## config.mk

```make
export PLATFORM = sky130hd
export DESIGN_NAME = rob_pointers
export DESIGN_NICKNAME = d
export VERILOG_FILES = /design/src/hdl/vrob_pkg.sv /design/src/hdl/rob_pointers.sv
export SDC_FILE = /design/constraint.sdc
export NUM_CORES = 1
export LEC_CHECK = 0
export ABC_CLOCK_PERIOD_IN_PS = 2400
export BUFFER_PORTS_ARGS = -buffer_cell sky130_fd_sc_hd__buf_4
export CAP_MARGIN = 20
export CORE_MARGIN = 2
export CORE_UTILIZATION = 30
export CTS_CLUSTER_DIAMETER = 200
export CTS_CLUSTER_SIZE = 20
export DETAILED_ROUTE_END_ITERATION = 10
export GPL_TIMING_DRIVEN = 0
export SKIP_LAST_GASP = 1
export SYNTH_ARGS = -nofsm -noshare
export SYNTH_HDL_FRONTEND = slang
export SYNTH_SLANG_ARGS = --single-unit
```

## constraint.sdc

```tcl
create_clock -name CLK -period 2.4 [get_ports CLK]
set_input_delay 0.48 -clock CLK [delete_from_list [all_inputs] [get_ports CLK]]
set_output_delay 0.48 -clock CLK [all_outputs]
set_load 0.05 [all_outputs]
```

## src/hdl/vrob_pkg.sv

```systemverilog
// Vector reorder buffer package with buffer sizes, field types and SEW/LMUL codes
package vrob_pkg;

  localparam int NUM_ENTRY = 16;
  localparam int VLEN      = 128;

  // Entry index and the same index with a wrap bit on top
  typedef logic [$clog2(NUM_ENTRY)-1:0] rob_index_t;
  typedef logic [$clog2(NUM_ENTRY):0]   rob_ptr_t;

  typedef logic [4:0] vreg_t;
  typedef logic [6:0] elem_off_t;
  typedef logic [7:0] vl_t;

  // Two 32-bit lanes with narrower elements in the low bits of each lane
  typedef logic [63:0] lane_data_t;
  typedef logic [1:0]  lane_wen_t;

  typedef logic [VLEN-1:0]   entry_data_t;
  typedef logic [VLEN/8-1:0] entry_wen_t;
  typedef logic [4:0]        exc_elem_t;

  typedef logic [1:0] sew_t;
  typedef logic [2:0] lmul_t;

  localparam sew_t SEW8  = 2'b00;
  localparam sew_t SEW16 = 2'b01;
  localparam sew_t SEW32 = 2'b10;

  // vlmul encoding where 3'b100 is reserved
  localparam lmul_t LMUL1      = 3'b000;
  localparam lmul_t LMUL2      = 3'b001;
  localparam lmul_t LMUL4      = 3'b010;
  localparam lmul_t LMUL8      = 3'b011;
  localparam lmul_t LMULEIGHTH = 3'b101;
  localparam lmul_t LMULFOURTH = 3'b110;
  localparam lmul_t LMULHALF   = 3'b111;

endpackage

```

## src/hdl/rob_pointers.sv

```systemverilog
// Head and tail pointers of the reorder buffer with group-sized allocation and full flag
module rob_pointers (
  input  logic                CLK,
  input  logic                nRST,
  input  logic                alloc_ena,
  input  vrob_pkg::lmul_t     lmul,
  input  logic                flush,
  input  logic                commit_done,
  output vrob_pkg::rob_index_t head,
  output vrob_pkg::rob_index_t cur_tail,
  output logic                full
);
  import vrob_pkg::*;

  localparam int IW = $bits(rob_index_t);

  rob_ptr_t head_ptr;
  rob_ptr_t tail_ptr;
  rob_ptr_t tail_step;

  // Registers claimed by one instruction
  always_comb begin
    case (lmul)
      LMUL1, LMULHALF, LMULFOURTH, LMULEIGHTH: tail_step = rob_ptr_t'(1);
      LMUL2:   tail_step = rob_ptr_t'(2);
      LMUL4:   tail_step = rob_ptr_t'(4);
      LMUL8:   tail_step = rob_ptr_t'(8);
      default: tail_step = '0;
    endcase
  end

  always_ff @(posedge CLK, negedge nRST) begin
    if (!nRST) begin
      head_ptr <= '0;
      tail_ptr <= '0;
    end else if (flush) begin
      head_ptr <= '0;
      tail_ptr <= '0;
    end else begin
      if (commit_done) begin
        head_ptr <= head_ptr + rob_ptr_t'(1);
      end
      if (alloc_ena) begin
        tail_ptr <= tail_ptr + tail_step;
      end
    end
  end

  assign head     = head_ptr[IW-1:0];
  assign cur_tail = tail_ptr[IW-1:0];

  // Same index on different laps means every entry is reserved
  assign full = (head_ptr[IW-1:0] == tail_ptr[IW-1:0]) && (head_ptr[IW] != tail_ptr[IW]);

endmodule

```

==> results.ini <==
[status]
status = finished, final reports clean

[final_layout]
diodes = 0
fin_nets = 110
layout_commonest_cell = buf_4
fillCellCount = 241
finalNonFillerCells = 123
syn_to_final_growth_pct = 25.3
final_cell_mix = 23 x buf_4, 12 x nor2_1, 10 x dfrtp_1
drive_gt1_share_pct = 32.6

[global_routing]
antenna_found_initial = 0
grt_overflow = 0
track_usage_pct = 10.9
grt_pass1_wl_um = 2210
grt_pass1_vias = 512
grt_max_degree = 11

[placed_design]
dp_cells = 119
gp_congestion = 0.717
post-dp-hpwl_um = 1060
portBuffers = 15

[cts]
clk_pin_slew_ps = 60
clock-sinks = 10
clock_latency_ps = 250
cts_root_buffer = clkbuf_4
cts_hold_buf = 0
cts_tree = done
cts_buffers = 3
cts_max_level = 1
cts.repair.resized = 0
cts.path.max_buffers = 2
cts_setup_buffers = 0

[synth]
synth-xor-area-share_pct = 14.5
synth-simple-area-share_pct = 17.7
synth_cell_types = 25
syn_nets = 90
avgSynthCellArea_sq_um = 9.57
synthesis.area_sq_um = 727
muxShareOfSynthArea_pct = 4.13
synth_seq_cells = 10
ys_seq_area_share_pct = 34.4
synth_top_family_by_area = simple AND/OR/NAND/NOR gates
synthAdderAreaFrac_pct = 11.4
ys_warn_count = 0
syn_inst = 76
synth-compound-area-share_pct = 5.34

[sta]
period_needed_ps = 1920
fmax_mhz = 522
fin_crit_sh_pct = 79.9
hold_viol_final = 0
timing.slew.headroom_pct = 80.3
report.final.slew_viol_count = 0
finalSetupViolCount = 0
worstMarginPinSlew_ps = 292
rsz0062_at_grt = false
skew_ps = 1.50
tns_ps = 0

[die]
core_sq_um = 2250
dieHeight_um = 53.2
num_rows = 17
start_util_pct = 32.2
dieArea_sq_um = 2830
die_w_um = 53.2
pin_count = 17

[setup_path]
crit_family = flip-flops
reg2reg_to = tail_ptr[4]$_DFFE_PN0P_
required_ps = 1920
arrival_ps = 1440
start_kind = flop
end_kind = primary output
critPathMaxStageDelay_ps = 450
cp_cell_sequence = xnor2_1 > nand3_1 > nor3_1 > buf_4
crit_fanout = 5
cp_slowest_cell = dfrtp_1
ff2ff_setup_slack_ps = 750
rr_startpoint = tail_ptr[0]$_DFFE_PN0P_
reg2regPathDepth = 7
crit_type = flop to primary output
crit_buf_inv = 1

[min_path]
hold_path.class = primary input to async pin

[power]
pwr-share-clk_pct = 31.2
p_per_area_nw_per_um2 = 508
comb_power_share_pct = 27.5
power.switching_uw = 137
seqPwrFrac_pct = 41.3
swShare_pct = 29.6
ir_drop_mv = 0.215
p_leak_nw = 0.473
p_int_uw = 326

[route]
drt_iter0_markers = 5
wl_um = 1280
wl_per_cell_um = 10.4
avgViaCountPerCell = 4.43
first_pass_iters = 2
drc = 0
via_count = 545
ant_nets = 0

[flow_run]
drv_cap = 0

-- sequential cells by signal, summed over array words and instances, names as in the netlist --
| register | cells |
|---|---|
| head_ptr | 5 |
| tail_ptr | 5 |
-- kinds of logic after synthesis --
kind of cell               after synthesis
adders and majority gates                6
AOI/OAI and AO/OA                        5
muxes                                    3
xor gates and xnor gates                12
DFF                                     10
and+or+nand+nor                         26
buffers and inverters                   14
-- power groups by stage --
stage	Combinational (mW)	Sequential, mW	Clock, mW
floorplan	0.0939	0.191	0
global placement	0.126	0.194	0
global route	0.141	0.193	0.164
detailed placement	0.130	0.194	0
CTS	0.130	0.191	0.152
finish	0.127	0.191	0.144
-- final cells by class --
type                            instances  area, sq um  area share, %
Multi-Input combinational cell         52          385           42.3
Sequential cell                        10          250           27.5
Timing Repair Buffer                   15          113           12.4
Buffer                                 10         76.3           8.38
Clock buffer                            4         36.3           3.98
Tap cell                               28         35.0           3.85
Inverter                                4         15.0           1.65
-- worst reg2reg max path, delay by kind of cell, from the launching register on --
kind,cells,cell delay [ps]
XOR/XNOR,1,120
AND/OR/NAND/NOR,2,230
buffers and inverters,1,50
AO/OA/AOI/OAI,1,130
adder cells (fa/ha/maj),2,590
flip-flops,1,410
-- routing by layer --
metal / GRT usage [%] / vias up / wire length [um]
li1: - / 281 / -
met1: 14.0 / 250 / 579
met2: 17.7 / 14 / 622
met3: 1.69 / 0 / 76
met4: 5.13 / 0 / 0
met5: 0 / - / 0
-- per-stage QoR --
step / util [%] / hold slack, ps / area, sq um / setup WS (ps) / power (mW)
final: 40.4 / 40.1 / 911 / 483 / 0.463
after global routing: 40.4 / 29.5 / 911 / 325 / 0.498
after CTS: 40.4 / 32.5 / 911 / 465 / 0.474
after detailed placement: 38.8 / 316 / 875 / 261 / 0.324
after global placement: 38.8 / 315 / 875 / 285 / 0.320
after floorplan: - / 184 / 727 / 176 / 0.285
-- cell usage after synthesis, drive strengths merged --
cell	instances	area, sq um
nor2	12	45.0
buf	10	76.3
dfrtp	10	250
xor2	7	61.3
ha	5	62.6
xnor2	5	43.8
inv	4	15.0
mux2i	3	30.0
nand3	3	15.0
nand4	3	18.8
a21oi	2	13.8
nand2	2	7.51
a211oi	1	7.51
and3b	1	8.76
fa	1	20.0
nand2b	1	6.26
nor2b	1	6.26
nor3	1	5.00
nor3b	1	7.51
o21ai	1	8.76
o311ai	1	8.76
or3b	1	8.76
-- worst max-delay path by stage --
stage / startpoint / to / slack, ps / cells past startpoint
after global placement: lmul[0] / tail_ptr[4]$_DFFE_PN0P_ / 280 / 10
after global routing: head_ptr[0]$_DFFE_PN0P_ / full / 320 / 4
after floorplan: head_ptr[0]$_DFFE_PN0P_ / full / 180 / 3
after detailed placement: lmul[0] / tail_ptr[4]$_DFFE_PN0P_ / 260 / 10
after CTS: head_ptr[0]$_DFFE_PN0P_ / full / 470 / 4
final: head_ptr[0]$_DFFE_PN0P_ / full / 480 / 4
(Power assumes the default switching activity.)
