===== config.mk =====
export PLATFORM = sky130hd
export DESIGN_NAME = entry_locator_flat
export DESIGN_NICKNAME = d
export VERILOG_FILES = /design/src/hdl/vrob_pkg.sv /design/src/hdl/vrob_result_if.sv /design/src/hdl/entry_locator.sv /design/src/flat_wrapper.sv
export SDC_FILE = /design/constraint.sdc
export NUM_CORES = 1
export LEC_CHECK = 0
export BUFFER_PORTS_ARGS = -buffer_cell sky130_fd_sc_hd__buf_4
export CORE_UTILIZATION = 35
export DETAILED_ROUTE_END_ITERATION = 8
export PLACE_DENSITY = 0.61
export SYNTH_ARGS = -nofsm -noshare
export SYNTH_HDL_FRONTEND = slang
export SYNTH_SLANG_ARGS = --single-unit

===== constraint.sdc =====
create_clock -name vclk -period 4.95
set_input_delay 0.99 -clock vclk [all_inputs]
set_output_delay 0.99 -clock vclk [all_outputs]
set_load 0.05 [all_outputs]

===== src/hdl/vrob_pkg.sv =====
// Vector reorder buffer package with buffer sizes, field types and SEW/LMUL codes
package vrob_pkg;

  localparam int NUM_ENTRY = 16;
  localparam int VLEN      = 128;

  // Entry index and the same index with a wrap bit on top
  typedef logic [$clog2(NUM_ENTRY)-1:0] rob_index_t;
  typedef logic [$clog2(NUM_ENTRY):0]   rob_ptr_t;

  typedef logic [4:0] vreg_t;
  typedef logic [6:0] elem_off_t;
  typedef logic [7:0] vl_t;

  // Two 32-bit lanes with narrower elements in the low bits of each lane
  typedef logic [63:0] lane_data_t;
  typedef logic [1:0]  lane_wen_t;

  typedef logic [VLEN-1:0]   entry_data_t;
  typedef logic [VLEN/8-1:0] entry_wen_t;
  typedef logic [4:0]        exc_elem_t;

  typedef logic [1:0] sew_t;
  typedef logic [2:0] lmul_t;

  localparam sew_t SEW8  = 2'b00;
  localparam sew_t SEW16 = 2'b01;
  localparam sew_t SEW32 = 2'b10;

  // vlmul encoding where 3'b100 is reserved
  localparam lmul_t LMUL1      = 3'b000;
  localparam lmul_t LMUL2      = 3'b001;
  localparam lmul_t LMUL4      = 3'b010;
  localparam lmul_t LMUL8      = 3'b011;
  localparam lmul_t LMULEIGHTH = 3'b101;
  localparam lmul_t LMULFOURTH = 3'b110;
  localparam lmul_t LMULHALF   = 3'b111;

endpackage


===== src/hdl/vrob_result_if.sv =====
// Writeback port bundle carrying one unit's result and its located target in the buffer
interface vrob_result_if;
  import vrob_pkg::*;

  logic        ready;
  elem_off_t   woffset;
  rob_index_t  index;
  vreg_t       vd;
  sew_t        sew;
  vl_t         vl;
  lane_data_t  wdata;
  lane_wen_t   wen;
  logic        exception;
  exc_elem_t   exception_index;

  // Filled in by the entry locator
  rob_index_t                    final_index;
  vreg_t                         final_vd;
  logic [$clog2(VLEN)-1:0]       data_offset;
  logic [$clog2(VLEN/8)-1:0]     wen_offset;
  logic                          completes;

  modport locator (
    input  woffset, index, vd, sew, vl,
    output final_index, final_vd, data_offset, wen_offset, completes
  );

  modport entries (
    input ready, woffset, index, vd, sew, vl, wdata, wen, exception, exception_index,
    input final_index, final_vd, data_offset, wen_offset, completes
  );

endinterface


===== src/hdl/entry_locator.sv =====
// Entry locator mapping a writeback element offset to its buffer entry and lane offsets
module entry_locator (
  vrob_result_if.locator res
);
  import vrob_pkg::*;

  logic [2:0] epe_log2;
  logic [1:0] byte_log2;
  logic [4:0] epe;
  elem_off_t  step;
  logic [3:0] pos;
  logic [3:0] wen_off;
  vl_t        woff_ext;
  logic       last_pair;
  logic       last_in_vl;

  // Elements per entry and bytes per element for the element width
  always_comb begin
    case (res.sew)
      SEW32: begin
        epe_log2  = 3'd2;
        byte_log2 = 2'd2;
      end
      SEW16: begin
        epe_log2  = 3'd3;
        byte_log2 = 2'd1;
      end
      default: begin
        epe_log2  = 3'd4;
        byte_log2 = 2'd0;
      end
    endcase
  end

  assign epe      = 5'd1 << epe_log2;
  assign step     = res.woffset >> epe_log2;
  assign pos      = res.woffset[3:0] & 4'(epe - 5'd1);
  assign wen_off  = pos << byte_log2;
  assign woff_ext = vl_t'(res.woffset);

  assign last_pair  = ({1'b0, pos} == epe - 5'd2);
  // A pair holding one of the last two elements below vl closes the entry early
  assign last_in_vl = (woff_ext == res.vl - vl_t'(1)) || (woff_ext == res.vl - vl_t'(2));

  assign res.final_index = res.index + rob_index_t'(step);
  assign res.final_vd    = res.vd + vreg_t'(step);
  assign res.wen_offset  = wen_off;
  assign res.data_offset = {wen_off, 3'b000};
  assign res.completes   = last_pair | last_in_vl;

endmodule


===== src/flat_wrapper.sv =====
// flat-port wrapper written by rule: the top's interface ports become plain ports
module entry_locator_flat import vrob_pkg::*;
  (res_woffset, res_index, res_vd, res_sew, res_vl, res_final_index, res_final_vd, res_data_offset, res_wen_offset, res_completes);
  vrob_result_if res_i ();
  input wire logic [$bits(res_i.woffset)-1:0] res_woffset;
  input wire logic [$bits(res_i.index)-1:0] res_index;
  input wire logic [$bits(res_i.vd)-1:0] res_vd;
  input wire logic [$bits(res_i.sew)-1:0] res_sew;
  input wire logic [$bits(res_i.vl)-1:0] res_vl;
  output wire logic [$bits(res_i.final_index)-1:0] res_final_index;
  output wire logic [$bits(res_i.final_vd)-1:0] res_final_vd;
  output wire logic [$bits(res_i.data_offset)-1:0] res_data_offset;
  output wire logic [$bits(res_i.wen_offset)-1:0] res_wen_offset;
  output wire logic [$bits(res_i.completes)-1:0] res_completes;
  assign res_i.woffset = res_woffset;
  assign res_i.index = res_index;
  assign res_i.vd = res_vd;
  assign res_i.sew = res_sew;
  assign res_i.vl = res_vl;
  assign res_final_index = res_i.final_index;
  assign res_final_vd = res_i.final_vd;
  assign res_data_offset = res_i.data_offset;
  assign res_wen_offset = res_i.wen_offset;
  assign res_completes = res_i.completes;
  entry_locator u_core (.res(res_i));
endmodule

==> flow_summary.ini, run 1 <==
[outcome]
status = finished, final reports clean

[layout]
fin_cells = 177
drive_above_1_share = 0.309
clockBufferCount = 0
seq_area_um2 = 0
synthToLayoutAreaGrowth_pct = 36.0
nNetsFinal = 192
layout_common_cells = buf_4, ha_1, xor2_1, xnor2_1, nor2_1
n_antenna_cell = 0
final_common_cell = buf_4
fill_cells = 232
flops_and_latches = 0

[synth]
synth_compound_area_frac = 0.159
yosysSeqAreaShare = 0
netlist_area_um2 = 858
yosys.cell_types.count = 34
synth_xor_area_frac = 0.224
synthTopCellsByArea = ha_1, xnor2_1, xor2_1, buf_4, fa_1
yosys.area.top_type = ha_1
synth_top_family_by_area = adder cells
syn_inst = 113
yosys_warnings = 0
syn_area_per_cell_um2 = 7.60
synthMuxAreaShare = 0.0496
synthAdderAreaFrac = 0.236
synth_top_cell_area_share = 0.190
synth-simple-area-share = 0.222

[timing]
fin_crit_ns = 4.46
worst_pin_slew_ns = 0.552
timing.setup.tns_ns = 0
period_share = 0.900
max_freq_ghz = 0.224
setup_viol = 0
rsz0062_at_grt = false
max_slew_margin = 0.630
hold_viol_final = 0
drv_slew = 0

[die]
die_y_um = 51.5
core-area_um2 = 2250
die-width_um = 51.5
dieArea_um2 = 2650
initial_utilization = 0.381
num_rows = 17
ios = 47

[pwr]
ir_drop_uv = 165
p_per_area_nw_per_um2 = 219
leakage_nw = 0.583

[route]
post_drt_wl_per_cell_um = 11.5
drtIter0Drc = 11
totalWireLength_um = 2040
postRouteAntennaNets = 0
viasPerCell = 5.15
dr.pass1.iters = 4
num_vias = 912
drc = 0

[global_routing]
grt_pass1_wl_um = 3310
grt_pass1_vias = 804
grt-ovfl-total = 0
antenna_found_initial = 0
grt_use_total = 0.156
grt_max_degree = 10

[setup_path]
critical_path.startpoint = res_sew[1]
crit_arrival_ns = 3.47
end_kind = output pin
worstPathMaxFanout = 9
crit_chain = buf_4, inv_1, ha_1, mux4_2, ha_1, fa_1, a21o_1, a21oi_1, xnor2_1, buf_4
slowest_stage = mux4_2
crit_required_ns = 3.96
start_kind = input pin
cpLargestDelayFamily = adder cells
slowest_delay_ns = 0.57
path_class = input pin to output pin
path_buf_inv = 3

[place]
post-place-cells = 177
place_congestion = 0.849
port_buffers = 44
dp_hpwl_um = 1810

[clocking]
cts_hold_buf = 0
postCtsSetupBuffers = 0
post_cts_resized = 0

[worst_hold_path]
hold_class = input pin to output pin
hp-start = res_vd[0]

[flow_run]
maxCapViolations = 0
==> tightest hold or removal path, delay by kind of cell <==
family | cells | cell delay (ns)
buf+inv | 2 | 0.27
fa+ha+maj | 1 | 0.12
==> where the power goes <==
group | total [mW] | switching (mW) | internal [mW] | leakage (nW)
Sequential | 0 | 0 | 0 | 0
Clock | 0 | 0 | 0 | 0
Combinational | 0.256 | 0.167 | 0.0890 | 0.583
==> final cells by class <==
class,count,area (µm²),share of cell area
multi-input combinational,98,776,0.665
timing repair buffer,44,330,0.283
inverter,7,26.3,0.0225
tap,28,35.0,0.0300
==> final timing paths <==
path         endpoint  slack (ns)  depth (start not counted)
max   res_final_vd[4]        0.49                         10
min   res_final_vd[0]        2.37                          3
==> logic make-up (layout without fill, tap and decap cells) <==
kind of cell | Yosys count | in the layout
buffers and inverters | 17 | 51
xor gates and xnor gates | 22 | 22
adders and majority gates | 15 | 15
muxes | 3 | 3
and+or+nand+nor | 34 | 34
other | 1 | 3
AOI/OAI and AO/OA | 21 | 21
==> cell usage after synthesis, types with 3 or more instances <==
library cell	n
a21oi_1	7
xor2_1	11
buf_4	7
nor3_1	4
ha_1	13
nor2_1	9
inv_1	7
clkbuf_1	3
xnor2_1	11
a21o_1	3
o21ai_0	3
nand2b_1	4
==> routing by layer <==
| metal | up-vias | global-route usage | routed length (µm) |
|---|---|---|---|
| li1 | 459 | - | - |
| met1 | 423 | 0.198 | 894 |
| met2 | 28 | 0.301 | 1040 |
| met3 | 2 | 0 | 82 |
| met4 | 0 | 0.0135 | 18 |
| met5 | - | 0 | 0 |
==> stage by stage <==
stage                     setup slack [ns]   util  power (mW)  hold slack [ns]  cell area (µm²)
after floorplan                      0.507      -       0.191             2.24              866
after global placement               0.548  0.518       0.255             2.37             1170
after detailed placement             0.491  0.518       0.258             2.37             1170
after CTS                            0.485  0.518       0.258             2.37             1170
after global routing                 0.333  0.518       0.274             2.38             1170
final                                0.494  0.518       0.256             2.37             1170
Power figures use the tool's default switching activity.
==> run 2, diff against run 1 <==
--- a/config.mk
+++ b/config.mk
@@ -5,10 +5,12 @@
 export SDC_FILE = /design/constraint.sdc
 export NUM_CORES = 1
 export LEC_CHECK = 0
+export ABC_AREA = 1
 export BUFFER_PORTS_ARGS = -buffer_cell sky130_fd_sc_hd__buf_4
+export CORE_ASPECT_RATIO = 0.5
 export CORE_UTILIZATION = 35
 export DETAILED_ROUTE_END_ITERATION = 8
-export PLACE_DENSITY = 0.61
+export PLACE_DENSITY = 0.62
 export SYNTH_ARGS = -nofsm -noshare
 export SYNTH_HDL_FRONTEND = slang
 export SYNTH_SLANG_ARGS = --single-unit
==> constraint.sdc (replaced) <==
create_clock -name vclk -period 3.65
set_input_delay 0.73 -clock vclk [all_inputs]
set_output_delay 0.73 -clock vclk [all_outputs]
set_load 0.05 [all_outputs]
==> run 2 against run 1 <==
Compared with the run above:
- critical path depth increased by 3
- combinational power increased by 45%
- synthesized cell count increased by 54%
- flip-flop and latch count unchanged
- worst setup slack got worse by 0.34 ns
- wire length increased by 20%
- hold slack got worse by 0.52 ns
- critical path type unchanged
==> flow_summary.ini, run 2 <==
[setup_path]
end_kind = output pin
crit_required_ns = 2.92
worstPathMaxFanout = 6
start_kind = input pin
path_class = input pin to output pin
crit_arrival_ns = 2.76

[global_routing]
grt_util_met2 = 0.288
grt_pass1_wl_um = 3990
grt-ovfl-total = 0
grt_use_total = 0.166
antenna_found_initial = 0
grtUsageMet1 = 0.240
grt_max_degree = 7
grt_use_met3 = 0.00941
grt_busiest_layer = met2
grt_pass1_vias = 913

[route]
drtIter0Drc = 46
num_vias = 1126
dr.pass1.iters = 4
drc = 0
totalWireLength_um = 2450
postRouteAntennaNets = 0
post_drt_wl_per_cell_um = 9.67
viasPerCell = 4.45

[place]
place_ws_ns = -0.0170
place_congestion = 0.805
postPlaceCellArea_um2 = 1330
dp_hpwl_um = 2160
port_buffers = 44

[pwr]
p_total_mw = 0.372
p_per_area_nw_per_um2 = 273
leakage_nw = 0.794
ir_drop_uv = 150

[die]
initial_utilization = 0.371
num_rows = 13
die-width_um = 76.3
ios = 47
core-area_um2 = 2600
dieArea_um2 = 2990
die_y_um = 39.1

[layout]
final_cell_area_um2 = 1360
seq_area_um2 = 0
flops_and_latches = 0
clockBufferCount = 0
final_common_cell = nand2_1
layout_common_cells = nand2_1, buf_4, inv_1
drive_above_1_share = 0.269
synthToLayoutAreaGrowth_pct = 41.1
n_antenna_cell = 0
fin_util = 0.524
nNetsFinal = 259

[synth]
yosys.cell_types.count = 23
synthMostInstantiatedCell = nand2_1
netlist_area_um2 = 966
synth_top_cell_area_share = 0.198
synthTopCellsByArea = nand2_1, ha_1, inv_1, xor2_1, nand3_1
yosysSeqAreaShare = 0
yosys_warnings = 0
yosys.area.top_type = nand2_1
yosys-top-cells-count = nand2_1, inv_1, nand3_1, nor2_1, ha_1
syn_area_per_cell_um2 = 5.55
syn_inst = 174

[timing]
drv_slew = 0
rsz0062_at_grt = false
period_share = 0.957
setup_ws_ns = 0.155
max_freq_ghz = 0.286
hold_viol_final = 0
fin_crit_ns = 3.49
setup_viol = 0

[worst_hold_path]
min_path_cells = 3
hold_class = input pin to output pin

[flow_run]
maxCapViolations = 0

[outcome]
status = finished, final reports clean

[clocking]
cts_hold_buf = 0
run 2: changes by cell type after synthesis, sizes merged, moves of 4 or more:
cell,change
nand2,+49
o21ai,+7
inv,+23
xnor2,-8
nor2,+9
nand2b,-4
nand3,+15
run 2: per-stage QoR:
stage / hold slack (ns) / cells / TNS, ns
5_1_grt: 1.86 / 253 / 0
3_3_place_gp: 1.84 / 253 / 0
4_1_cts: 1.85 / 253 / 0
3_5_place_dp: 1.84 / 253 / -0.0170
2_1_floorplan: 1.75 / 176 / 0
6_report: 1.85 / 253 / 0
run 2: layer usage:
layer | part of all wire | vias to the layer above
met5 | 0 | -
met4 | 0 | 0
met3 | 0.042 | 0
met2 | 0.41 | 25
met1 | 0.55 | 481
li1 | - | 620
run 2: critical path: stages:
cell	delay, ns
buf_4	0.13
inv_1	0.10
ha_4	0.17
inv_2	0.06
o21ai_0	0.18
o21ai_1	0.13
ha_2	0.21
fa_1	0.41
nand2_1	0.08
nand2_1	0.06
a21oi_2	0.18
xor2_2	0.15
buf_6	0.17
run 2: final timing paths:
kind	end	startpoint
hold / removal	res_final_index[0]	res_index[0]
setup / recovery	res_final_vd[4]	res_sew[1]
run 2: cell families (layout without fill, tap and decap cells):
group	after synthesis	in the layout	share of synthesized area
and+or+nand+nor	89	89	0.386
xor gates and xnor gates	13	13	0.118
buffers and inverters	37	77	0.171
AOI/OAI and AO/OA	19	19	0.111
other	1	3	0.00388
adders and majority gates	15	15	0.210
run 2: final cells by class:
class	instances	area, µm²
Fill cell	266	1240
Multi-Input combinational cell	139	847
Timing Repair Buffer	47	357
Inverter	30	113
Tap cell	37	46.3
run 2: timing repair:
| action | in CTS | in global routing |
|---|---|---|
| buffers inserted | 0 | 0 |
| setup endpoints to repair | 1 | 2 |
| pin swaps | 0 | 1 |
| gates resized for setup | 1 | 7 |
| endpoints found under the hold margin | 0 | 0 |
run 2: power by group:
group	total [mW]	leakage, nW	switching [mW]	internal, mW
Sequential	0	0	0	0
Combinational	0.372	0.794	0.245	0.126
Clock	0	0	0	0
Total	0.372	0.794	0.245	0.126
